`src/hdl/exec_pkg.sv`:
```
// Widths, micro-op encodings and unit selects shared by the execute stage
// Micro-op codes only mean something together with the unit one-hot
`default_nettype none

package exec_pkg;

    localparam int XLEN  = 32;          // Data word width
    localparam int REG_W = 5;           // Register address width

    typedef logic [XLEN-1:0] xword_t;

    // Micro-op, read plain or as a branch class above an operation
    typedef union packed {
        logic [4:0] code;
        struct packed {
            logic [1:0] cls;            // 00 conditional, 10 unconditional
            logic [2:0] op;
        } br;
    } uop_t;

    typedef logic [3:0] fu_t;           // One-hot unit select

    // ------------------------------
    // ALU micro-ops
    localparam logic [4:0] ALU_ADD  = 5'b00001;
    localparam logic [4:0] ALU_SUB  = 5'b00010;
    localparam logic [4:0] ALU_XOR  = 5'b00011;
    localparam logic [4:0] ALU_OR   = 5'b00100;
    localparam logic [4:0] ALU_AND  = 5'b00101;
    localparam logic [4:0] ALU_SLL  = 5'b00110;
    localparam logic [4:0] ALU_SRL  = 5'b00111;
    localparam logic [4:0] ALU_SRA  = 5'b01000;
    localparam logic [4:0] ALU_SLT  = 5'b01001;
    localparam logic [4:0] ALU_SLTU = 5'b01010;

    // ------------------------------
    // Branch unit micro-ops
    localparam logic [4:0] CFU_BEQ       = 5'b00001;
    localparam logic [4:0] CFU_BNE       = 5'b00010;
    localparam logic [4:0] CFU_BLT       = 5'b00011;
    localparam logic [4:0] CFU_BGE       = 5'b00100;
    localparam logic [4:0] CFU_BLTU      = 5'b00101;
    localparam logic [4:0] CFU_BGEU      = 5'b00110;
    localparam logic [4:0] CFU_TAKEN     = 5'b01001;  // Outcome, stage 3 only
    localparam logic [4:0] CFU_NOT_TAKEN = 5'b01010;  // Outcome, stage 3 only
    localparam logic [4:0] CFU_JALI      = 5'b10001;
    localparam logic [4:0] CFU_JALR      = 5'b10010;

    // Multiply and load/store
    localparam logic [4:0] MUL_MUL   = 5'b00000;
    localparam logic [4:0] MUL_MULHU = 5'b00001;
    localparam int         LSU_LOAD_BIT = 3;          // Set for loads

    // Unit one-hot bit positions
    localparam int P_FU_ALU = 0;
    localparam int P_FU_MUL = 1;
    localparam int P_FU_LSU = 2;
    localparam int P_FU_CFU = 3;

    // ------------------------------
    // Multiplier sequencing
    localparam int MUL_STEPS = 32;      // One step per multiplier bit
    localparam int MUL_CNT_W = 6;       // Must hold MUL_STEPS
    localparam logic [1:0] MUL_ST_IDLE = 2'd0;
    localparam logic [1:0] MUL_ST_RUN  = 2'd1;
    localparam logic [1:0] MUL_ST_DONE = 2'd2;

endpackage

`default_nettype wire

```
`src/hdl/mul_ctrl_fsm.sv`:
```
// Multiply sequencer runs IDLE then RUN for MUL_STEPS cycles then DONE
// DONE holds until the stage accepts the instruction
// A flush always wins and returns it to IDLE
`timescale 1ns/100ps
`default_nettype none

module mul_ctrl_fsm (
    input  logic g_clk,
    input  logic g_resetn,
    input  logic i_start,               // Valid multiply presented
    input  logic i_accept,              // Stage accepts this cycle
    input  logic i_flush,
    input  logic i_last,                // Final step under way
    output logic o_load,                // Capture operands, clear count
    output logic o_step,                // One shift-add step
    output logic o_ready                // Product complete
);
    import exec_pkg::*;

    logic [1:0] state;
    logic [1:0] state_nx;

    always_comb begin
        state_nx = state;
        case (state)
            MUL_ST_IDLE: if (i_start) state_nx = MUL_ST_RUN;
            MUL_ST_RUN:  if (i_last) state_nx = MUL_ST_DONE;
            MUL_ST_DONE: if (i_accept) state_nx = MUL_ST_IDLE;
            default:     state_nx = MUL_ST_IDLE;
        endcase
        if (i_flush) begin
            state_nx = MUL_ST_IDLE;     // Abort whatever is running
        end
    end

    always_ff @(posedge g_clk) begin
        if (!g_resetn) begin
            state <= MUL_ST_IDLE;
        end else begin
            state <= state_nx;
        end
    end

    assign o_load  = state == MUL_ST_IDLE && i_start && !i_flush;
    assign o_step  = state == MUL_ST_RUN;
    assign o_ready = state == MUL_ST_DONE;

    // A multiply only leaves the stage with its product complete
    a_accept_ready: assert property (@(posedge g_clk) disable iff (!g_resetn)
        i_start && i_accept |-> o_ready);

    // Every run starts from a fresh load, so a flushed multiply restarts
    a_run_entry: assert property (@(posedge g_clk) disable iff (!g_resetn)
        o_step && !$past(o_step) |-> $past(o_load));

endmodule

`default_nettype wire

```
`config.mk`:
```
export PLATFORM = sky130hd
export DESIGN_NAME = mul_ctrl_fsm
export DESIGN_NICKNAME = d
export VERILOG_FILES = /design/src/hdl/exec_pkg.sv /design/src/hdl/mul_ctrl_fsm.sv
export SDC_FILE = /design/constraint.sdc
export NUM_CORES = 1
export LEC_CHECK = 0
export BUFFER_PORTS_ARGS = -buffer_cell sky130_fd_sc_hd__buf_2
export CAP_MARGIN = 20
export CORE_AREA = 5 5 42 44
export DETAILED_ROUTE_END_ITERATION = 10
export DIE_AREA = 0 0 47 49
export HOLD_SLACK_MARGIN = 0.03
export PLACE_DENSITY = 0.34
export RECOVER_POWER = 50
export SLEW_MARGIN = 40
export SYNTH_ARGS = -nofsm -noshare
export SYNTH_HDL_FRONTEND = slang
export SYNTH_SLANG_ARGS = --single-unit
```
`constraint.sdc`:
```
create_clock -name g_clk -period 1.05 [get_ports g_clk]
set_input_delay 0.0525 -clock g_clk [delete_from_list [all_inputs] [get_ports g_clk]]
set_output_delay 0.0525 -clock g_clk [all_outputs]
set_load 0.01 [all_outputs]
```
==> Yosys cells after proc, flatten, opt, wreduce, memory -nomap -nowiden <==
Index checks and enable logic that the tools add are counted.
{ "op_classes": {"n_eq_ne": 5, "n_mux": 4, "n_bitwise": 1, "reduce_logical": 6} }
{ "op_table": {"columns": ["op", "count"], "rows": [
  ["two-way mux 2 bit", 3],
  ["!= test 2 bit (second input constant)", 3],
  ["one-hot mux 2 bit (3 select lines)", 1],
  ["AND reduction 3 bit", 1],
  ["equality test 2 x 1 -> 1 bit (second input constant)", 1],
  ["equality test 2 bit (second input constant)", 1],
  ["logical AND 1 bit", 2],
  ["zero test 2 bit", 1],
  ["OR reduction 2 bit", 1],
  ["zero test 1 bit", 1],
  ["NOT 1 bit", 1]
]} }
{ "totals": {"ff_bits": 2, "inputBits": 6, "out_inout_bits": 3, "word_cells": 17} }

==> Longest topological paths before layout <==
{ "logic_depth": {"depth_word": 3, "mapped_depth": 2, "mapped_depth_nobuf": 2} }

==> Worst setup path before layout <==
OpenSTA, ideal clock, no wires.
{ "synth_path": {"path_kind": "reg-to-reg", "startpoint": "reg state[1]", "endpoint": "reg state[1]", "setup_ns": 0.079, "arrival_time_ns": 0.872, "required_ns": 0.971, "path_slack_ns": 0.098, "path_stages_with_launch": 3, "n_path_buf": 0, "synth_period_minus_slack_ns": 0.952, "cell_sequence": "dfxtp_1 > or3b_1 > a211oi_2"} }
{ "synth_between": {"elab_chain_len": 3, "elab_cells_between_ends": 8, "classes_between": "5 x eq/ne; 1 x mux; 2 x reduce/logical"} }
{ "synth_rtl": {"columns": ["element", "line", "rtl"], "rows": [
  ["from (decl)", "mul_ctrl_fsm.sv:20", "logic [1:0] state;"],
  ["from (signal assigned)", "mul_ctrl_fsm.sv:40", "state <= state_nx;"],
  ["equality test 2 x 1 -> 1 bit, or another cell as far along", "mul_ctrl_fsm.sv:25", "case (state)"],
  ["!= test 2 bit (no line)", null, null],
  ["AND reduction 3 bit (no line)", null, null]
]} }
Parallel ways exist; a longest one is shown, timed or not.
A chain may end at the register's enable or synchronous reset.

==> Worst setup path in the final report <==
{ "layout_path": {"startpoint": "reg state[0]", "endpoint": "out o_load"} }
{ "layout_between": {"elab_chain_len": 3} }
{ "layout_rtl": {"columns": ["element", "line", "rtl"], "rows": [
  ["zero test 2 bit", "mul_ctrl_fsm.sv:44", "assign o_load = state == MUL_ST_IDLE && i_start && !i_flush;"],
  ["logical AND 1 bit (2 in a row)", "mul_ctrl_fsm.sv:44", null],
  ["to (decl)", "mul_ctrl_fsm.sv:14", "output logic o_load,"]
]} }
Every way passes these cells.

==> metrics.csv <==
stage,metric,value,unit
cts,Worst-path clk slew,0.03,ns
grt,largest net degree at the start of global routing,7,
sta,RSZ-0062 raised after global routing,yes,
cts,"Hold-fix buffers, CTS",0,
placed_design,area after detailed placement,180,um2
cells_and_area,fin area,229,um2
critical_path,critical path cell sequence,"nand2b_4, nor3_4, buf_2",
floorplan,row cnt,14,
logic_synthesis,top-area cell type share of the netlist area,35.6,%
pwr,combinational share of power,13.1,%
pwr,Pint,0.225,mW
critical_path,crit path DAT,0.96,ns
cells_and_area,Final Util,16.3,%
sta,fmax,991,MHz
sta,Worst-Margin Slew,0.308,ns
cts,Clock Path Buffers,2,
critical_path,CP max stage delay,0.33,ns
logic_synthesis,"top cells by area, synth","dfxtp_1 (36%), a211oi_2 (11%), nand2b_1 (11%)",
pwr,Sw Pwr,0.0660,mW
run,max_cap viols,0,
floorplan,die width,47,um
critical_path,crit path max fanout,6,
grt,gr ovfl total,0,
cts,Root Buffer,clkbuf_4,
drt,routed len/inst,9.38,um
outcome,status,completed,
sta,clock skew,0.00433,ns
cells_and_area,nets,32,
logic_synthesis,biggest area consumer among synthesized cells,dfxtp_1,
grt,initial antenna violation count,0,
cts,CTS tree,yes,
logic_synthesis,number of library cell types mapped by synthesis,9,
drt,Routed WL,375,um
floorplan,I/O pin total,9,
drt,DR pass1 iterations,2,
drt,Vias/cell,3.60,
sta,final hold violations,0,
pwr,Clock power frac,58.7,%
cells_and_area,fillers,163,
worst_hold_path,hold crit path type,in -> reg,
floorplan,Initial Util,8.04,%
sta,Slew Limit Headroom,79.4,%
cells_and_area,fin cells,40,
floorplan,Die H,49,um
cells_and_area,Largest regs,state (2),
logic_synthesis,Ys Warns,0,
cells_and_area,register with the most flip-flops,state,
logic_synthesis,Post-Syn Instances,12,
placed_design,Placer Congestion,0.654,
cts,Clock Latency Late Sink,0.23,ns
cts,CTS H-tree depth,1,
cts,postcts setup bufs,0,
drt,Residual DRC,0,
cells_and_area,area grow syn2layout,103,%
critical_path,Worst EP required,1.00,ns
cells_and_area,ratio of cells with drive above 1 in the final layout,70.8,%
placed_design,# placed instances,37,
sta,time the worst path needs with I/O delays and setup,1.01,ns
grt,first-pass GRT wire length,676,um
sta,worst hold slack,0.0735,ns
pwr,leakage power figure,0.0939,nW
critical_path,crit start category,flip-flop,
cts,clock sink count,2,
sta,period utilization,96.1,%
grt,number of global-route vias before repair,173,
logic_synthesis,sequential share of the synthesized area,35.6,%
critical_path,Crit Path Class,reg -> out,
logic_synthesis,number of synthesized register bits,2,
logic_synthesis,syn nets,18,
logic_synthesis,Post-Syn Area per Cell,9.38,um2
sta,final setup vio count,0,
placed_design,Port Buf Inserts,8,
logic_synthesis,Synth Cell Area,113,um2
drt,via count,144,
floorplan,Die ar.,2300,um2
cts,# resized after CTS,3,
pwr,Pwr per Cell Area,1270,nW/um2
cells_and_area,n_diodes,0,
drt,Iteration-0 DRC Markers,1,
cts,clock buffer count from CTS,3,
cells_and_area,max FFs per register,2,
critical_path,CP endpoint kind,output pin,
sta,final setup TNS,0,ns
sta,max-slew violations,0,
pwr,Switching Fraction,22.7,%
pwr,maximum vdd ir drop,0.517,mV
floorplan,area of the core,1400,um2
drt,remaining antenna violation count,0,
critical_path,critical path's slowest cell,dfxtp_2,
pwr,sequential power share,28.3,%
grt,Total GRT Usage,4.22,%
[layout by cell type, fill, tap and decap left out]
cell type	instances
buf_6	1
dfxtp_2	2
nor3_4	1
clkbuf_1	1
or3b_1	1
a211oi_2	1
nand3b_1	1
nand2b_1	1
clkbuf_4	3
a2111oi_1	1
nor2b_1	1
inv_1	1
buf_2	7
nand2b_4	1
nor2b_2	1
[cell families after synthesis]
logic type | after synthesis | synth area share (%)
and+or+nand+nor | 7 | 41.1
DFF | 2 | 35.6
AOI/OAI and AO/OA | 2 | 20.0
buffers and inverters | 1 | 3.33
[area by class of cell]
| type | count | area (um2) | area share, % |
|---|---|---|---|
| Clock buffer | 3 | 22.5 | 9.84 |
| Inverter | 1 | 3.75 | 1.64 |
| Multi-Input combinational cell | 9 | 90.1 | 39.3 |
| Sequential cell | 2 | 42.5 | 18.6 |
| Tap cell | 16 | 20.0 | 8.74 |
| Timing Repair Buffer | 9 | 50.0 | 21.9 |
[power groups by stage]
stage / Combinational [mW] / Sequential, mW / Clock, mW
floorplan: 0.0126 / 0.0819 / 0
global placement: 0.0289 / 0.0822 / 0
detailed placement: 0.0300 / 0.0824 / 0
CTS: 0.0353 / 0.0820 / 0.175
global route: 0.0413 / 0.0830 / 0.194
finish: 0.0381 / 0.0823 / 0.171
[critical path, delay by kind of cell (launching register included)]
family / cells / cell delay [ns]
flops: 1 / 0.33
simple gates: 2 / 0.24
buf+inv: 1 / 0.15
[through the flow]
stage / worst slack, ns / power (mW)
6_report: 0.0404 / 0.291
5_1_grt: -0.0196 / 0.318
4_1_cts: 0.0146 / 0.292
3_5_place_dp: 0.0618 / 0.112
3_3_place_gp: 0.0965 / 0.111
2_1_floorplan: 0.0984 / 0.0945
[worst paths after layout]
check | from | end | slack, ns | depth (start not counted)
setup / recovery | state[0] | o_load | 0.04 | 3
hold / removal | i_flush | state[1] | 0.07 | 2
setup reg to reg | state[0] | state[1] | 0.05 | 2
hold reg to reg | state[1] | state[0] | 0.52 | 2
[synth_stat cells, drive strengths merged]
cell type / number
nor3: 1
a211oi: 1
nand3b: 1
dfxtp: 2
or3b: 1
inv: 1
nand2b: 2
a2111oi: 1
nor2b: 2
[per-layer routing]
layer	vias up	GRT usage, %	routed length, um
met1	67	5.46	157
met4	0	2.76	0
met2	9	4.30	154
met5	-	0	0
met3	0	3.69	63
li1	68	-	-
(Power assumes the default switching activity.)
