`src/hdl/exec_pkg.sv`:
```
// Widths, micro-op encodings and unit selects shared by the execute stage
// Micro-op codes only mean something together with the unit one-hot
`default_nettype none

package exec_pkg;

    localparam int XLEN  = 32;          // Data word width
    localparam int REG_W = 5;           // Register address width

    typedef logic [XLEN-1:0] xword_t;

    // Micro-op, read plain or as a branch class above an operation
    typedef union packed {
        logic [4:0] code;
        struct packed {
            logic [1:0] cls;            // 00 conditional, 10 unconditional
            logic [2:0] op;
        } br;
    } uop_t;

    typedef logic [3:0] fu_t;           // One-hot unit select

    // ------------------------------
    // ALU micro-ops
    localparam logic [4:0] ALU_ADD  = 5'b00001;
    localparam logic [4:0] ALU_SUB  = 5'b00010;
    localparam logic [4:0] ALU_XOR  = 5'b00011;
    localparam logic [4:0] ALU_OR   = 5'b00100;
    localparam logic [4:0] ALU_AND  = 5'b00101;
    localparam logic [4:0] ALU_SLL  = 5'b00110;
    localparam logic [4:0] ALU_SRL  = 5'b00111;
    localparam logic [4:0] ALU_SRA  = 5'b01000;
    localparam logic [4:0] ALU_SLT  = 5'b01001;
    localparam logic [4:0] ALU_SLTU = 5'b01010;

    // ------------------------------
    // Branch unit micro-ops
    localparam logic [4:0] CFU_BEQ       = 5'b00001;
    localparam logic [4:0] CFU_BNE       = 5'b00010;
    localparam logic [4:0] CFU_BLT       = 5'b00011;
    localparam logic [4:0] CFU_BGE       = 5'b00100;
    localparam logic [4:0] CFU_BLTU      = 5'b00101;
    localparam logic [4:0] CFU_BGEU      = 5'b00110;
    localparam logic [4:0] CFU_TAKEN     = 5'b01001;  // Outcome, stage 3 only
    localparam logic [4:0] CFU_NOT_TAKEN = 5'b01010;  // Outcome, stage 3 only
    localparam logic [4:0] CFU_JALI      = 5'b10001;
    localparam logic [4:0] CFU_JALR      = 5'b10010;

    // Multiply and load/store
    localparam logic [4:0] MUL_MUL   = 5'b00000;
    localparam logic [4:0] MUL_MULHU = 5'b00001;
    localparam int         LSU_LOAD_BIT = 3;          // Set for loads

    // Unit one-hot bit positions
    localparam int P_FU_ALU = 0;
    localparam int P_FU_MUL = 1;
    localparam int P_FU_LSU = 2;
    localparam int P_FU_CFU = 3;

    // ------------------------------
    // Multiplier sequencing
    localparam int MUL_STEPS = 32;      // One step per multiplier bit
    localparam int MUL_CNT_W = 6;       // Must hold MUL_STEPS
    localparam logic [1:0] MUL_ST_IDLE = 2'd0;
    localparam logic [1:0] MUL_ST_RUN  = 2'd1;
    localparam logic [1:0] MUL_ST_DONE = 2'd2;

endpackage

`default_nettype wire

```
`src/hdl/exec_pipe_reg.sv`:
```
// Single-entry stage-3 output register without a skid buffer
// Holds its word while stage 3 is busy and passes busy upstream
`timescale 1ns/100ps
`default_nettype none

module exec_pipe_reg (
    input  logic                         g_clk,
    input  logic                         g_resetn,
    input  logic                         i_valid,   // Accepted from stage 2
    input  logic                         i_flush,
    input  logic                         i_busy,    // Stage 3 busy
    input  logic [exec_pkg::REG_W-1:0]   i_rd,
    input  exec_pkg::xword_t             i_opr_a,
    input  exec_pkg::xword_t             i_opr_b,
    input  exec_pkg::uop_t               i_uop,
    input  exec_pkg::fu_t                i_fu,
    output logic                         o_busy,    // Full and blocked
    output logic                         o_valid,
    output logic [exec_pkg::REG_W-1:0]   o_rd,
    output exec_pkg::xword_t             o_opr_a,
    output exec_pkg::xword_t             o_opr_b,
    output exec_pkg::uop_t               o_uop,
    output exec_pkg::fu_t                o_fu
);
    logic load;                         // Register may take a new word

    assign load   = !o_valid || !i_busy;
    assign o_busy = o_valid && i_busy;

    always_ff @(posedge g_clk) begin
        if (!g_resetn) begin
            o_valid <= 1'b0;
        end else if (i_flush) begin
            o_valid <= 1'b0;
        end else if (load) begin
            o_valid <= i_valid;
        end
    end

    always_ff @(posedge g_clk) begin
        if (load && i_valid) begin
            o_rd    <= i_rd;
            o_opr_a <= i_opr_a;
            o_opr_b <= i_opr_b;
            o_uop   <= i_uop;
            o_fu    <= i_fu;
        end
    end

    // A word arriving while the register is blocked would be lost
    a_no_overrun: assert property (@(posedge g_clk) disable iff (!g_resetn)
        i_valid |-> !o_busy);

endmodule

`default_nettype wire

```
`config.mk`:
```
export PLATFORM = sky130hd
export DESIGN_NAME = exec_pipe_reg
export DESIGN_NICKNAME = d
export VERILOG_FILES = /design/src/hdl/exec_pkg.sv /design/src/hdl/exec_pipe_reg.sv
export SDC_FILE = /design/constraint.sdc
export NUM_CORES = 1
export LEC_CHECK = 0
export BUFFER_PORTS_ARGS = -buffer_cell sky130_fd_sc_hd__buf_2
export CAP_MARGIN = 20
export CORE_ASPECT_RATIO = 0.6
export CORE_MARGIN = 2
export CORE_UTILIZATION = 25
export DETAILED_ROUTE_END_ITERATION = 10
export PLACE_DENSITY = 0.51
export SETUP_SLACK_MARGIN = 0.15
export SLEW_MARGIN = 5
export SYNTH_ARGS = -nofsm -noshare
export SYNTH_HDL_FRONTEND = slang
export SYNTH_SLANG_ARGS = --single-unit
```
`constraint.sdc`:
```
create_clock -name g_clk -period 4.2 [get_ports g_clk]
set_input_delay 0.84 -clock g_clk [delete_from_list [all_inputs] [get_ports g_clk]]
set_output_delay 0.84 -clock g_clk [all_outputs]
set_load 0.05 [all_outputs]
```
# Yosys cells after proc, flatten, opt, wreduce, memory -nomap -nowiden
# Cells that the tools add are included.
# word_totals
rom_bits,0
memories,0
ram_bits,0
out_inout_bits,80
wordCells,13
ff_bits,79
latch_bits,0
inputBits,83
# op_classes
bitwise_logic,1
div_mod_pow,0
n_shift,0
muxes,0
order_cmp,0
eq_ne,0
reduce_logical,6
mul,0
add_sub_neg,0
# ops
op,count
$logic_and 1x1->1,2
$logic_not 1->1,2
$reduce_or 2->1,1
$logic_or 1x1->1,1
$not 1->1,1

# Logic depth before layout (Yosys ltp)
# Gate-level depths: netlist of the first run.
# depth
ltp_word,3
mapped_depth,2
depth_no_buf,2

# Least setup slack after synthesis of the first run
# No wires, ideal clock.
# synth_path
path_type,input to register
start,in i_busy
end,reg o_fu[0] (enable)
slack_ps,664
arrival_time_ps,3083
path_stages,2
t_required_ps,3747
path_cell_list,and2_4 nor2b_2
# synth_via
elab_chain_len,3
# synth_rtl
element,line,rtl
from (decl),exec_pipe_reg.sv:11,"input logic i_busy,"
$logic_not 1->1,exec_pipe_reg.sv:27,assign load = !o_valid || !i_busy;
$logic_or 1x1->1,exec_pipe_reg.sv:27,
$logic_and 1x1->1,exec_pipe_reg.sv:41,if (load && i_valid) begin
to (signal assigned),exec_pipe_reg.sv:46,o_fu <= i_fu;
to (decl),exec_pipe_reg.sv:23,output exec_pkg::fu_t o_fu
# Every way passes these cells.
# A chain may end at the register's enable or synchronous reset.

# Final worst setup path of the first run
# layout_path
start,in i_busy
end,out o_busy
# layout_via
elab_chain_len,1
# layout_rtl
element,line,rtl
$logic_and 1x1->1,exec_pipe_reg.sv:28,assign o_busy = o_valid && i_busy;
to (decl),exec_pipe_reg.sv:17,"output logic o_busy,"
# Every way passes these cells.

==> flow_summary.json, run 1 <==
{
  "seq_area_frac_synth_pct": 98.5,
  "syn_nets": 166,
  "yosys.area.top_type": "edfxtp_1",
  "seq_area_um2": 2360,
  "vias_per_cell": 3.82,
  "path_cells": "buf_2 > and2_4 > buf_2",
  "critPathCaptureType": "primary output",
  "clockBufferDepth": 2,
  "status": "completed",
  "dr.first_iter.drc_count": 68,
  "synth_most_common_cell": "edfxtp_1",
  "synth_top_area_share_pct": 97.7,
  "initial_utilization_pct": 25.9,
  "cts_num_sinks": 79,
  "p_per_area_nw_per_um2": 547,
  "setup_violations": 0,
  "cts_tree": "built",
  "critical_path_buf_inv_count": 2,
  "fillers": 891,
  "grt_pass1_vias": 1437,
  "insertion_delay_ns": 0.32,
  "die_h_um": 79.9,
  "worstPathRequired_ns": 3.36,
  "cts-htree-levels": 3,
  "crit_arrival_ns": 1.33,
  "rsz0062_at_grt": "false",
  "drtAntennaViolNets": 0,
  "cp-start-kind": "input port",
  "p_leak_uw": 0.00159,
  "routed_wl_mm": 5.10,
  "drive_gt1_share_pct": 68.2,
  "post_cts_buffers": 0,
  "die_area_um2": 10400,
  "cts_hold_buf": 0,
  "syn_area_um2": 2400,
  "worst_pin_slew_ns": 0.978,
  "drv_cap": 0,
  "vias": 1492,
  "cts_root_buffer": "clkbuf_16",
  "ys_warn_count": 0,
  "antenna_found_initial": 0,
  "fp-row-count": 27,
  "cp_max_fo": 2,
  "crit_type": "in -> out",
  "ioPinCount": 163,
  "clock.fmax_ghz": 0.460,
  "synth_flop_cell": "edfxtp_1",
  "path_delay_family": "buffers and inverters",
  "netlist_instances": 83,
  "finalHoldViolCount": 0,
  "finalSetupTns_ns": 0,
  "area_delta_synth_final_pct": 54.7,
  "drc_errors": 0,
  "globalRouteOverflowTotal": 0,
  "slew_viol_final": 0,
  "antennaDiodeCount": 0,
  "grt_usage_pct": 9.56,
  "synth-seq-cells": 79,
  "clock_skew_ns": 0.00372,
  "fin_crit_sh_pct": 51.7,
  "cpMostUsedCell": "buf_2",
  "coreArea_um2": 9260,
  "slew_headroom_pct": 34.8,
  "power_uw": 2030,
  "crit_slowest_cell": "buf_2",
  "peakVddDrop_mv": 0.245,
  "grt_pass1_wl_mm": 7.07,
  "path_clk_slew_ns": 0.06,
  "multi_input_area_um2": 40.0,
  "postCtsResizedCells": 0,
  "place.gp.congestion": 0.670,
  "yosysUniqueCellTypes": 6,
  "synthArstFlopShare_pct": 0,
  "drt_first_pass_iters": 4,
  "ys_top_cells_by_area": "edfxtp_1 (98%), dfxtp_1 (0.84%), nor3b_2 (0.52%)",
  "cts_buffers": 9,
  "wl_per_cell_um": 13.0,
  "die_x_um": 130,
  "portBuffers": 162,
  "hpwl_mm": 3.68,
  "synth-edff-count": 78,
  "syn_avg_cell_area_um2": 28.9,
  "nets": 340,
  "slowest_delay_ns": 0.26,
  "hold_path_class": "reg -> reg",
  "fin_crit_ns": 2.17,
  "grt_max_degree": 79
}
per-layer routing:
metal	GRT usage, %	wire [um]	vias up
met2	13.7	2150	104
met3	7.31	809	9
met4	4.47	74	0
li1	-	-	682
met5	0	0	-
met1	10.4	2070	697
kinds of logic (layout without fill, tap and decap cells):
| kind of cell | after synthesis | in the layout | share of synthesized area (%) |
|---|---|---|---|
| simple gates | 3 | 3 | 1.25 |
| flops | 79 | 79 | 98.5 |
| buf+inv | 0 | 178 | 0 |
| compound gates | 1 | 1 | 0.209 |
area by class of cell:
cell class,count,share of cell area (%)
well taps,130,4.38
flip-flops and latches,79,63.7
clock inverters,5,2.63
repair buffers,163,22.1
multi-input cells,4,1.08
clock buffers,10,6.17
state kept, by name (all words and copies together) (netlist names):
signal   cells
o_opr_a     32
o_uop        5
o_opr_b     32
o_rd         5
o_fu         4
o_valid      1
final timing paths:
| kind | startpoint | end | slack, ns | cells past startpoint |
|---|---|---|---|---|
| worst max-delay path | i_busy | o_busy | 2.03 | 3 |
| worst min-delay path | o_valid$_SDFFE_PP0P_ | o_valid$_SDFFE_PP0P_ | 0.59 | 2 |
| worst max register to register | o_valid$_SDFFE_PP0P_ | o_uop[1]$_DFFE_PP_ | 2.46 | 3 |
| worst min register to register | o_valid$_SDFFE_PP0P_ | o_valid$_SDFFE_PP0P_ | 0.59 | 2 |
stage by stage:
| stage | cells | instance area [um^2] | hold slack (ns) | setup WS, ns | utilization, % |
|---|---|---|---|---|---|
| global placement | 376 | 3380 | 0.573 | 1.84 | 36.6 |
| detailed placement | 376 | 3380 | 0.589 | 1.82 | 36.6 |
| floorplan | 83 | 2400 | 0.788 | 0.664 | - |
| global route | 391 | 3710 | 0.641 | 2.01 | 40.1 |
| finish | 391 | 3710 | 0.590 | 2.03 | 40.1 |
| CTS | 391 | 3710 | 0.598 | 2.02 | 40.1 |
power breakdown:
part / leakage, uW / switching (uW) / total, uW / internal, uW
combinational: 0.000662 / 196 / 253 / 56.7
sequential: 0.000767 / 10.1 / 932 / 922
clock: 0.000158 / 272 / 845 / 573
placed cells by master (no fill, tap or decap):
cell type and n:
buf_2 162, edfxtp_1 78, clkbuf_16 9, bufinv_16 3, clkinv_1 2, and2_4 1
nor2b_4 1, a21oi_1 1, nor3b_2 1, clkbuf_1 1, dfxtp_1 1, buf_4 1
tightest hold or removal path, cell delays in order, from the launching register on:
cell and delay [ns]:
dfxtp_1 0.32, a21oi_1 0.17, nor3b_2 0.06
No activity file was read; power rests on OpenSTA's default activity.
==> run 2: changes to the inputs <==
--- a/config.mk
+++ b/config.mk
@@ -11,7 +11,7 @@
 export CORE_MARGIN = 2
 export CORE_UTILIZATION = 25
 export DETAILED_ROUTE_END_ITERATION = 10
-export PLACE_DENSITY = 0.51
+export PLACE_DENSITY = 0.53
 export SETUP_SLACK_MARGIN = 0.15
 export SLEW_MARGIN = 5
 export SYNTH_ARGS = -nofsm -noshare
==> constraint.sdc (replaced) <==
create_clock -name g_clk -period 1.9 [get_ports g_clk]
set_input_delay 0.38 -clock g_clk [delete_from_list [all_inputs] [get_ports g_clk]]
set_output_delay 0.38 -clock g_clk [all_outputs]
set_load 0.05 [all_outputs]
==> run 2 against run 1 <==
Global-route usage up 0.63 points. Clock skew hardly changed. Worst setup slack got worse by 1.6 ns. Routed wire length increased by 2.5%. Die area stayed put. Critical path depth decreased by 1. Count of clock-buffer cells in the layout decreased by 1. Register-to-register slack worse by 1.9 ns. Via count is 1.8% lower. Critical endpoint unchanged. Clock power grew 79%. Combinational power up 120%.
==> flow_summary.json, run 2 (synthesis gave the netlist of run 1 again) <==
{
  "r2r_slack_ns": 0.52,
  "power_uw": 4130,
  "r2r_cells": 3,
  "cp-start-kind": "register",
  "layout_common_cells": "buf_2 (162), edfxtp_1 (78), clkbuf_16 (9)",
  "slew_viol_final": 0,
  "globalRouteOverflowTotal": 0,
  "drt_first_pass_iters": 4,
  "antenna_found_initial": 0,
  "postCtsResizedCells": 0,
  "min_to": "o_valid$_SDFFE_PP0P_",
  "clock_skew_ns": 0.00350,
  "grt_usage_pct": 10.2,
  "wl_per_cell_um": 13.3,
  "worst_pin_slew_ns": 0.438,
  "die_area_um2": 10400,
  "slew_headroom_pct": 70.8,
  "clock.fmax_ghz": 0.687,
  "die_h_um": 79.9,
  "crit_type": "reg -> out",
  "cp_max_fo": 3,
  "rsz0062_at_grt": "false",
  "crit_arrival_ns": 1.08,
  "vias": 1465,
  "dr.first_iter.drc_count": 43,
  "worstPathRequired_ns": 1.52,
  "drc_errors": 0,
  "final_common_cell": "buf_2",
  "drv_cap": 0,
  "p_per_area_nw_per_um2": 1130,
  "area_delta_synth_final_pct": 52.9,
  "cts_buffers": 9,
  "post_cts_buffers": 0,
  "finalHoldViolCount": 0,
  "reg2reg_to": "o_opr_b[3]$_DFFE_PP_",
  "setup_violations": 0,
  "die_x_um": 130,
  "insertion_delay_ns": 0.33,
  "fp-row-count": 27,
  "peakVddDrop_mv": 0.549,
  "finalSetupTns_ns": 0,
  "clockBufferDepth": 2,
  "hp-start": "i_flush",
  "grt_pass1_vias": 1495,
  "cts_num_sinks": 79,
  "r2r-start": "o_valid$_SDFFE_PP0P_",
  "fin_crit_ns": 1.46,
  "portBuffers": 162,
  "top_regs": "o_opr_a (32), o_opr_b (32)",
  "cts_tree": "built",
  "drtAntennaViolNets": 0,
  "p_leak_uw": 0.00157,
  "path_clk_slew_ns": 0.06,
  "place.gp.congestion": 0.672,
  "nets": 340,
  "routed_wl_mm": 5.23,
  "initial_utilization_pct": 25.9,
  "cts-htree-levels": 3,
  "cts_hold_buf": 0,
  "grt_max_degree": 79,
  "cts_root_buffer": "clkbuf_16",
  "grt_pass1_wl_mm": 7.36,
  "coreArea_um2": 9260,
  "ioPinCount": 163,
  "antennaDiodeCount": 0,
  "hold_path_class": "in -> reg",
  "vias_per_cell": 3.74,
  "critPathCaptureType": "primary output",
  "drive_gt1_share_pct": 69.5,
  "fin_crit_sh_pct": 76.6,
  "min_path_cells": 2,
  "status": "completed"
}
run 2: changes by cell type in the layout (fill, tap and decap cells not counted), sizes merged:
cell,previous run,this run
clkinv,2,6
clkinvlp,0,1
clkbuf,10,9
bufinv,3,0
run 2: worst max-delay path, cell delays in order, from the launching register on:
cell	delay [ns]
dfxtp_4	0.34
and2_4	0.15
buf_2	0.26
run 2: worst max path at each step:
stage / startpoint / end / slack (ns) / cells past startpoint
5_1_grt: o_valid$_SDFFE_PP0P_ / o_busy / 0.40 / 2
3_3_place_gp: i_busy / o_opr_b[25]$_DFFE_PP_ / 0.42 / 4
4_1_cts: o_valid$_SDFFE_PP0P_ / o_busy / 0.42 / 2
2_1_floorplan: o_valid$_SDFFE_PP0P_ / o_fu[0]$_DFFE_PP_ / -0.33 / 2
3_5_place_dp: i_busy / o_opr_a[1]$_DFFE_PP_ / 0.40 / 4
6_report: o_valid$_SDFFE_PP0P_ / o_busy / 0.44 / 2
run 2: metal layers:
layer  vias up  GRT usage, %  wire, um
met5         -             0         0
met4         0          6.06        93
li1        685             -         -
met2       113          13.7      2120
met3         9          7.91       889
met1       658          11.2      2120
run 2: report_power, final:
| group | leakage, uW | internal [uW] | switching (uW) |
|---|---|---|---|
| Clock | 0.000132 | 871 | 636 |
| Sequential | 0.000768 | 2030 | 21.7 |
| Combinational | 0.000667 | 129 | 436 |
| Total | 0.00157 | 3030 | 1090 |
run 2: per-stage QoR:
stage               area [um^2]  util, %  cells  worst slack (ns)  hold slack [ns]
floorplan                  2410        -     83            -0.335            0.440
global placement           3400     36.7    376             0.417            0.540
detailed placement         3400     36.7    376             0.396            0.549
CTS                        3660     39.6    392             0.421            0.191
global route               3660     39.6    392             0.395            0.193
finish                     3660     39.6    392             0.444            0.207
run 2: cell type report:
class	count	area [um^2]
Clock buffer	9	225
Multi-Input combinational cell	4	40.0
Timing Repair Buffer	163	831
Sequential cell	79	2370
Tap cell	130	163
Fill cell	892	5590
Clock inverter	7	40.0
