<file path="config.mk">
export PLATFORM = sky130hd
export DESIGN_NAME = exec_alu
export DESIGN_NICKNAME = d
export VERILOG_FILES = /design/src/hdl/exec_pkg.sv /design/src/hdl/exec_alu.sv
export SDC_FILE = /design/constraint.sdc
export NUM_CORES = 1
export LEC_CHECK = 0
export ABC_AREA = 0
export BUFFER_PORTS_ARGS = -buffer_cell sky130_fd_sc_hd__buf_2
export CAP_MARGIN = 30
export CORE_MARGIN = 5
export CORE_UTILIZATION = 56
export DETAILED_ROUTE_END_ITERATION = 12
export PLACE_DENSITY_LB_ADDON = 0.2
export SETUP_SLACK_MARGIN = 0.15
export SLEW_MARGIN = 25
export SYNTH_ARGS = -nofsm -noshare
export SYNTH_HDL_FRONTEND = slang
export SYNTH_SLANG_ARGS = --single-unit
</file>
<file path="constraint.sdc">
create_clock -name vclk -period 3.8
set_input_delay 0.38 -clock vclk [all_inputs]
set_output_delay 0.38 -clock vclk [all_outputs]
set_load 0.03 [all_outputs]
</file>
<file path="src/hdl/exec_pkg.sv">
// Widths, micro-op encodings and unit selects shared by the execute stage
// Micro-op codes only mean something together with the unit one-hot
`default_nettype none

package exec_pkg;

    localparam int XLEN  = 32;          // Data word width
    localparam int REG_W = 5;           // Register address width

    typedef logic [XLEN-1:0] xword_t;

    // Micro-op, read plain or as a branch class above an operation
    typedef union packed {
        logic [4:0] code;
        struct packed {
            logic [1:0] cls;            // 00 conditional, 10 unconditional
            logic [2:0] op;
        } br;
    } uop_t;

    typedef logic [3:0] fu_t;           // One-hot unit select

    // ------------------------------
    // ALU micro-ops
    localparam logic [4:0] ALU_ADD  = 5'b00001;
    localparam logic [4:0] ALU_SUB  = 5'b00010;
    localparam logic [4:0] ALU_XOR  = 5'b00011;
    localparam logic [4:0] ALU_OR   = 5'b00100;
    localparam logic [4:0] ALU_AND  = 5'b00101;
    localparam logic [4:0] ALU_SLL  = 5'b00110;
    localparam logic [4:0] ALU_SRL  = 5'b00111;
    localparam logic [4:0] ALU_SRA  = 5'b01000;
    localparam logic [4:0] ALU_SLT  = 5'b01001;
    localparam logic [4:0] ALU_SLTU = 5'b01010;

    // ------------------------------
    // Branch unit micro-ops
    localparam logic [4:0] CFU_BEQ       = 5'b00001;
    localparam logic [4:0] CFU_BNE       = 5'b00010;
    localparam logic [4:0] CFU_BLT       = 5'b00011;
    localparam logic [4:0] CFU_BGE       = 5'b00100;
    localparam logic [4:0] CFU_BLTU      = 5'b00101;
    localparam logic [4:0] CFU_BGEU      = 5'b00110;
    localparam logic [4:0] CFU_TAKEN     = 5'b01001;  // Outcome, stage 3 only
    localparam logic [4:0] CFU_NOT_TAKEN = 5'b01010;  // Outcome, stage 3 only
    localparam logic [4:0] CFU_JALI      = 5'b10001;
    localparam logic [4:0] CFU_JALR      = 5'b10010;

    // Multiply and load/store
    localparam logic [4:0] MUL_MUL   = 5'b00000;
    localparam logic [4:0] MUL_MULHU = 5'b00001;
    localparam int         LSU_LOAD_BIT = 3;          // Set for loads

    // Unit one-hot bit positions
    localparam int P_FU_ALU = 0;
    localparam int P_FU_MUL = 1;
    localparam int P_FU_LSU = 2;
    localparam int P_FU_CFU = 3;

    // ------------------------------
    // Multiplier sequencing
    localparam int MUL_STEPS = 32;      // One step per multiplier bit
    localparam int MUL_CNT_W = 6;       // Must hold MUL_STEPS
    localparam logic [1:0] MUL_ST_IDLE = 2'd0;
    localparam logic [1:0] MUL_ST_RUN  = 2'd1;
    localparam logic [1:0] MUL_ST_DONE = 2'd2;

endpackage

`default_nettype wire

</file>
<file path="src/hdl/exec_alu.sv">
// Single-cycle ALU, result is zero unless an ALU op is presented
// Sum and compare flags are always live for the other units
`timescale 1ns/100ps
`default_nettype none

module exec_alu (
    input  logic             i_fu_alu,          // ALU op presented
    input  logic             i_fu_cfu,          // Branch op presented
    input  exec_pkg::uop_t   i_uop,             // Micro-op
    input  exec_pkg::xword_t i_lhs,             // Operand A
    input  exec_pkg::xword_t i_rhs,             // Operand B
    output exec_pkg::xword_t o_result,          // ALU result
    output exec_pkg::xword_t o_sum,             // lhs + rhs
    output logic             o_lt,              // lhs < rhs
    output logic             o_eq               // lhs == rhs
);
    import exec_pkg::*;

    logic          cmp_unsigned;                // sltu, bltu, bgeu
    logic [XLEN:0] diff;                        // Borrow in top bit
    logic [4:0]    shamt;

    assign cmp_unsigned = (i_fu_alu && i_uop.code == ALU_SLTU) ||
                          (i_fu_cfu && (i_uop.code == CFU_BLTU ||
                                        i_uop.code == CFU_BGEU));

    assign o_sum = i_lhs + i_rhs;               // Also addresses and jalr
    assign diff  = {1'b0, i_lhs} - {1'b0, i_rhs};
    assign shamt = i_rhs[4:0];
    assign o_eq  = (i_lhs == i_rhs);

    // Borrow is the unsigned answer, differing signs flip it for signed
    assign o_lt = cmp_unsigned ? diff[XLEN] :
                  (diff[XLEN] ^ i_lhs[XLEN-1] ^ i_rhs[XLEN-1]);

    // ------------------------------
    // Operation select
    always_comb begin
        o_result = '0;
        if (i_fu_alu) begin
            case (i_uop.code)
                ALU_ADD:  o_result = o_sum;
                ALU_SUB:  o_result = diff[XLEN-1:0];
                ALU_XOR:  o_result = i_lhs ^ i_rhs;
                ALU_OR:   o_result = i_lhs | i_rhs;
                ALU_AND:  o_result = i_lhs & i_rhs;
                ALU_SLL:  o_result = i_lhs << shamt;
                ALU_SRL:  o_result = i_lhs >> shamt;
                ALU_SRA:  o_result = xword_t'($signed(i_lhs) >>> shamt);
                ALU_SLT,
                ALU_SLTU: o_result = {{(XLEN-1){1'b0}}, o_lt};
                default:  o_result = '0;        // Unknown code
            endcase
        end
    end

endmodule

`default_nettype wire

</file>
# Word-level counts from Yosys, hierarchy flattened
# Cells that the tools add are included.
# word_totals
reg_bits	0
input_bits	71
output_inout_bits	66
word_cells	29
# op_classes
addsub	2
n_eq_ne	11
n_shift	3
mux	3
n_bitwise	5
reduce_logical	5
# ops
op	count
32-bit one-hot mux with 9 select lines	1
32-bit by 32-bit subtractor with 33-bit output	1
32-bit adder	1
32-bit AND	1
32-bit equality test	1
32-bit 2-to-1 mux	1
32-bit bitwise OR	1
32-bit by 5-bit << shifter with 32-bit output	1
32-bit by 5-bit >> shifter with 32-bit output	1
32-bit by 5-bit >>> shifter with 32-bit output	1
32-bit XOR	1
5-bit by 3-bit equality test with 1-bit output, second input constant	4
5-bit by 4-bit equality test with 1-bit output, second input constant	3
5-bit by 2-bit equality test with 1-bit output, second input constant	2
5-bit by 1-bit equality test with 1-bit output, second input constant	1
1-bit logical AND	2
1-bit logical OR	2
2-bit OR reduction	1
1-bit XOR	2
1-bit 2-to-1 mux	1

# Logic depth before layout (Yosys ltp)
# Gate-level depths: netlist of the first run.
# logic_depth
depth_word	7
depth_mapped	15
mapped_depth_nobuf	11

# Least setup slack after synthesis of the first run
# OpenSTA, ideal clock, no wires.
# synth_timing
path_type	input to output
from	input port i_rhs[2]
to	output port o_result[29]
arrival_time_ns	4.128
required_ns	3.420
setup_slack_ns	-0.708
stages	14
n_path_buf	4
path_cell_list	buf_2 > inv_1 > buf_2 > buf_2 > clkbuf_1 > ha_1 > o211ai_1 > o211a_1 > o31a_1 > a2111o_1 > a311oi_2 > xnor2_1 > nand2_1 > a31oi_1
# synth_via
elab_chain_cells	3
word_cells_on_any_way	7
classes_between	2 x add/sub; 3 x shift; 2 x mux
# synth_lines
item	line_no	rtl
start, declared	exec_alu.sv:11	input exec_pkg::xword_t i_rhs,
32-bit adder	exec_alu.sv:27	assign o_sum = i_lhs + i_rhs;
via o_sum[29]	exec_alu.sv:13	output exec_pkg::xword_t o_sum,
32-bit one-hot mux with 9 select lines	exec_alu.sv:41	case (i_uop.code)
32-bit 2-to-1 mux	exec_alu.sv:40	if (i_fu_alu) begin
end, declared	exec_alu.sv:12	output exec_pkg::xword_t o_result,
# The timed path passes the listed nets, and every way through them passes these cells.

# Final worst setup path of the first run
# layout_timing
from	input port i_lhs[0]
to	output port o_result[20]
# layout_via
elab_chain_cells	3
word_cells_on_any_way	7
classes_between	2 x add/sub; 3 x shift; 2 x mux
# layout_lines
item	line_no	rtl
start, declared	exec_alu.sv:10	input exec_pkg::xword_t i_lhs,
32-bit by 32-bit subtractor with 33-bit output (tied with other cells)	exec_alu.sv:28	assign diff = {1'b0, i_lhs} - {1'b0, i_rhs};
32-bit one-hot mux with 9 select lines *	exec_alu.sv:41	
32-bit 2-to-1 mux *	exec_alu.sv:40	
# Mark *: on every way between the ends. The rest lies on a longest branch, timed or not.

==> flow_metrics.env, run 1 <==
export IMPL_clock_buffers=0
export IMPL_relSlewSlack=0.4625
export IMPL_dp_hpwl_mm=33.87
export IMPL_post_drt_wl_per_cell_um=25.52
export IMPL_path_max_fanout=5
export IMPL_timing_hold_ws_ns=1.316
export IMPL_route_met2_wl_mm=18.54
export IMPL_die_w_um=139.6
export IMPL_arrival_ns=3.30
export IMPL_yosys_area_share_simple=0.2042
export IMPL_syn_num_nets=1481
export IMPL_worst_slack_ns=0.1209
export IMPL_drc=0
export IMPL_endpoint_kind="output port"
export IMPL_routed_wl_mm=43.25
export IMPL_seqCellArea_um2=0
export IMPL_grt_pass1_wl_mm=64.87
export IMPL_hold_violations=0
export IMPL_final_cell_mix="144 x nor2_1, 132 x buf_4, 128 x buf_2"
export IMPL_dp_slack_ns=0.01931
export IMPL_dieHeight_um=139.6
export IMPL_routed_via_density=7.136
export IMPL_rsz0062_at_grt="yes"
export IMPL_powerDensity_nw_per_um2=169.9
export IMPL_synth_xor_area_frac=0.03913
export IMPL_ant_nets=0
export IMPL_fin_area_um2=11380
export IMPL_rows=47
export IMPL_cp_required_ns=3.42
export IMPL_top_layer_used="met5"
export IMPL_vias=12100
export IMPL_synth_compound_area_share=0.3289
export IMPL_synth_area_top_cells="ha_1 13%, mux4_2 11%, mux2i_1 6.6%, nor2_1 5.8%, a21oi_1 5.1%"
export IMPL_synthToLayoutAreaGrowth_pct=21.02
export IMPL_hold_class="in2out"
export IMPL_syn_mean_instance_area_um2=7.170
export IMPL_start_kind="input port"
export IMPL_first_global_vias=11150
export IMPL_num_io_pins=137
export IMPL_status="complete, no violations"
export IMPL_synth_top_family_by_area="compound AO/OA/AOI/OAI gates"
export IMPL_synth_cells=1311
export IMPL_core_area_um2=16520
export IMPL_grt_ovfl_total=0
export IMPL_post_route_util=0.6884
export IMPL_critical_path_class="in2out"
export IMPL_yosysTopAreaCell="ha_1"
export IMPL_vdd_drop_max_mv=0.1274
export IMPL_p_leak_nw=4.980
export IMPL_initialDrtViolationCount=1880
export IMPL_gp_congestion=1.080
export IMPL_die_area_um2=19480
export IMPL_cp_slowest_cell="a2111oi_2"
export IMPL_nFillCells=1500
export IMPL_antennaDiodeCount=0
export IMPL_synth_cell_type_count=92
export IMPL_netlist_area_leader_share=0.1291
export IMPL_period_share=0.9682
export IMPL_yosysWarnings=0
export IMPL_drive_gt1_frac=0.2942
export IMPL_slew_viol_final=0
export IMPL_grt_max_degree=78
export IMPL_placedCellCount=1686
export IMPL_synth_adder_area_share=0.1334
export IMPL_met3_length_mm=6.198
export IMPL_place_area_um2=11020
export IMPL_drt_pass1_iterations=7
export IMPL_antenna_found_initial=2
export IMPL_seq_area_frac_synth=0
export IMPL_portBuffers=137
export IMPL_synthMuxAreaShare=0.2050
export IMPL_critPathMaxStageDelay_ns=0.48
export IMPL_crit_chain="buf_2, inv_2, ha_4, fa_2, o21bai_1, a2111oi_2, o211ai_2, buf_4, a2111oi_4, nor3_1, nor3_1, xnor2_1, o22ai_1, buf_2"
export IMPL_fmax_ghz=0.2718
export IMPL_setup_tns_ns=0
export IMPL_seq_cells=0
export IMPL_layout_commonest_cell="nor2_1"
export IMPL_instances_no_fill=1695
export IMPL_start_util=0.5689
export IMPL_grt_usage=0.4121
export IMPL_final_setup_viol_count=0
export IMPL_power_mw=1.932
export IMPL_synth_area_um2=9400
export IMPL_worst_slew_pin_transition_ns=0.7859
export IMPL_drt_met1_wl_mm=16.27
export IMPL_cts_hold_buffers_added=0
export IMPL_final_net_count=1647
export IMPL_finalCriticalPeriod_ns=3.679
export IMPL_drv_cap=0
worst max-delay path: cells and delay by family:
kind | cells | cell delay (ns)
AO/OA/AOI/OAI | 5 | 1.45
buffers and inverters | 4 | 0.68
adder cells (fa/ha/maj) | 2 | 0.38
AND/OR/NAND/NOR | 2 | 0.29
XOR/XNOR | 1 | 0.12
repair_timing:
item / 4_1_cts / 5_1_grt
buffers inserted: 2 / 7
setup endpoints to repair: 11 / 23
pin swaps: 1 / 18
gates resized for setup: 6 / 54
power breakdown:
| part | internal, mW | leakage [nW] | switching (mW) |
|---|---|---|---|
| logic | 0.729 | 4.98 | 1.20 |
| registers | 0 | 0 | 0 |
| clock network | 0 | 0 | 0 |
| total | 0.729 | 4.98 | 1.20 |
path summary, 6_finish.rpt:
path | startpoint | to | slack [ns] | cells past startpoint
worst max-delay path | i_lhs[0] | o_result[20] | 0.12 | 14
worst min-delay path | i_fu_alu | o_result[1] | 1.32 | 4
kinds of logic after synthesis:
group	Yosys count
compound gates	438
simple gates	400
buf+inv	199
mux	133
fa+ha+maj	99
xor+xnor	42
synth_stat cells, types with 4 or more instances:
| library cell | instances |
|---|---|
| a2111oi_2 | 4 |
| a211o_1 | 8 |
| a211oi_1 | 24 |
| a21o_1 | 17 |
| a21oi_1 | 95 |
| a221o_1 | 10 |
| a221oi_1 | 18 |
| a22oi_1 | 15 |
| a31o_2 | 4 |
| a31oi_1 | 24 |
| and2_1 | 14 |
| and3_1 | 11 |
| buf_1 | 7 |
| buf_2 | 23 |
| buf_4 | 11 |
| clkbuf_1 | 59 |
| ha_1 | 97 |
| inv_1 | 92 |
| mux2_2 | 26 |
| mux2i_1 | 62 |
| mux4_2 | 45 |
| nand2_1 | 82 |
| nand2b_1 | 8 |
| nand3_1 | 25 |
| nand4_1 | 11 |
| nor2_1 | 146 |
| nor2b_1 | 13 |
| nor3_1 | 35 |
| nor3b_1 | 5 |
| nor4_1 | 9 |
| o2111ai_1 | 7 |
| o211ai_1 | 19 |
| o21a_1 | 10 |
| o21ai_0 | 71 |
| o21bai_1 | 16 |
| o221ai_1 | 10 |
| o22ai_1 | 19 |
| o31a_1 | 5 |
| o31ai_1 | 10 |
| or2_2 | 7 |
| or3_1 | 8 |
| or4_1 | 6 |
| xnor2_1 | 32 |
| xor2_1 | 10 |
routing by layer:
metal  global-route usage  vias up
met5                    0        -
met4               0.1356        4
met3              0.08130      199
met2               0.6328     1000
met1               0.5811     5657
li1                     -     5236
cell type report:
class | instances | area (µm²) | area share
inverters | 95 | 374.1 | 0.03289
multi-input cells | 1112 | 8979 | 0.7893
repair buffers | 268 | 1748 | 0.1537
well taps | 220 | 275.3 | 0.02420
No activity file was read; power rests on OpenSTA's default activity.
==> inputs of run 2 (changes only) <==
PLACE_DENSITY = 0.85   (was default)
PLACE_DENSITY_LB_ADDON = default   (was 0.2)
==> flow_metrics.env, run 2 (synthesis gave the netlist of run 1 again) <==
export IMPL_status="complete, no violations"
export IMPL_post_drt_wl_per_cell_um=26.66
export IMPL_intPower_mw=0.7426
export IMPL_path_max_fanout=5
export IMPL_vdd_drop_max_mv=0.1385
export IMPL_dp_hpwl_mm=35.72
export IMPL_slew_viol_final=0
export IMPL_grt_usage=0.4344
export IMPL_rows=47
export IMPL_die_w_um=139.6
export IMPL_relSlewSlack=0.4958
export IMPL_p_sw_mw=1.218
export IMPL_p_clk_frac=0
export IMPL_finalCriticalPeriod_ns=3.634
export IMPL_grt_ovfl_total=0
export IMPL_num_io_pins=137
export IMPL_antennaDiodeCount=0
export IMPL_grt_max_degree=68
export IMPL_final_cell_mix="148 x buf_4, 143 x nor2_1, 125 x buf_2"
export IMPL_p_leak_nw=5.096
export IMPL_period_share=0.9562
export IMPL_rsz0062_at_grt="yes"
export IMPL_portBuffers=137
export IMPL_final_setup_viol_count=0
export IMPL_grt_pass1_wl_mm=67.61
export IMPL_p_seq_frac=0
export IMPL_powerDensity_nw_per_um2=170.5
export IMPL_first_global_vias=11370
export IMPL_final_net_count=1667
export IMPL_drive_gt1_frac=0.3057
export IMPL_routed_wl_mm=45.73
export IMPL_routed_via_density=7.215
export IMPL_drc=0
export IMPL_critical_path_class="in2out"
export IMPL_setup_tns_ns=0
export IMPL_comb_power_share=1.000
export IMPL_drv_cap=0
export IMPL_vias=12370
export IMPL_antenna_found_initial=0
export IMPL_hold_violations=0
export IMPL_clock_buffers=0
export IMPL_power_mw=1.961
export IMPL_layout_commonest_cell="buf_4"
export IMPL_synthToLayoutAreaGrowth_pct=22.36
export IMPL_switching_share=0.6213
export IMPL_endpoint_kind="output port"
export IMPL_fmax_ghz=0.2752
export IMPL_die_area_um2=19480
export IMPL_start_util=0.5689
export IMPL_drt_pass1_iterations=6
export IMPL_arrival_ns=3.25
export IMPL_gp_congestion=1.089
export IMPL_cts_hold_buffers_added=0
export IMPL_hold_class="in2out"
export IMPL_ant_nets=0
export IMPL_initialDrtViolationCount=2078
export IMPL_dieHeight_um=139.6
export IMPL_start_kind="input port"
export IMPL_worst_slew_pin_transition_ns=0.7373
export IMPL_seqCellArea_um2=0
export IMPL_core_area_um2=16520
export IMPL_cp_required_ns=3.42
export IMPL_seq_cells=0
-- run 2: cell count changes in the layout (fill, tap and decap cells not counted), sizes merged --
cell,delta
clkinvlp,-1
buf,+16
inv,+1
clkbuf,+4
-- run 2: final timing paths --
kind | to | from | depth (start not counted) | slack (ns)
worst max-delay path | o_result[18] | i_lhs[0] | 14 | 0.17
worst min-delay path | o_result[1] | i_fu_alu | 4 | 1.30
-- run 2: power by group through the flow --
stage	Clock (mW)	Sequential (mW)	Combinational, mW
floorplan	0	0	1.22
global placement	0	0	1.82
detailed placement	0	0	1.83
finish	0	0	1.96
global route	0	0	2.06
CTS	0	0	1.85
-- run 2: metrics by stage --
| stage | hold slack (ns) | utilization | instance area [µm²] | setup slack (ns) | instances |
|---|---|---|---|---|---|
| after floorplan | 1.131 | - | 9698 | 0.1097 | 1311 |
| after global placement | 1.254 | 0.6793 | 11220 | 0.1147 | 1710 |
| after detailed placement | 1.285 | 0.6793 | 11220 | 0.1068 | 1710 |
| after CTS | 1.289 | 0.6805 | 11240 | 0.1522 | 1710 |
| after global routing | 1.320 | 0.6961 | 11500 | 0.03120 | 1715 |
| final | 1.296 | 0.6961 | 11500 | 0.1663 | 1715 |
-- run 2: routing by layer --
metal	GRT usage	part of all wire	vias up
li1	-	-	5314
met1	0.6014	0.37	5767
met5	0	0	-
met4	0.1693	0.053	0
met2	0.6550	0.42	1091
met3	0.1019	0.15	201
-- run 2: area by class of cell --
cell class,instances,area [µm²]
fillers,1468,5022
inverters,95,370.4
multi-input cells,1112,8917
well taps,220,275.3
repair buffers,288,1939
-- run 2: critical path: stages --
cell and delay (ns):
buf_2 0.13, inv_1 0.08, ha_2 0.20, fa_1 0.19, o21bai_1 0.14, a2111oi_2 0.46, o211ai_2 0.22, buf_6 0.18
a2111oi_4 0.28, buf_4 0.17, xor2_1 0.07, a221oi_1 0.38, a21oi_1 0.14, buf_2 0.22
-- run 2: timing repair --
item,4_1_cts,5_1_grt
pin swaps,2,19
setup endpoints to repair,5,26
hold endpoints to repair,0,0
resized for setup,3,55
buffers inserted,0,4
cloned,0,1
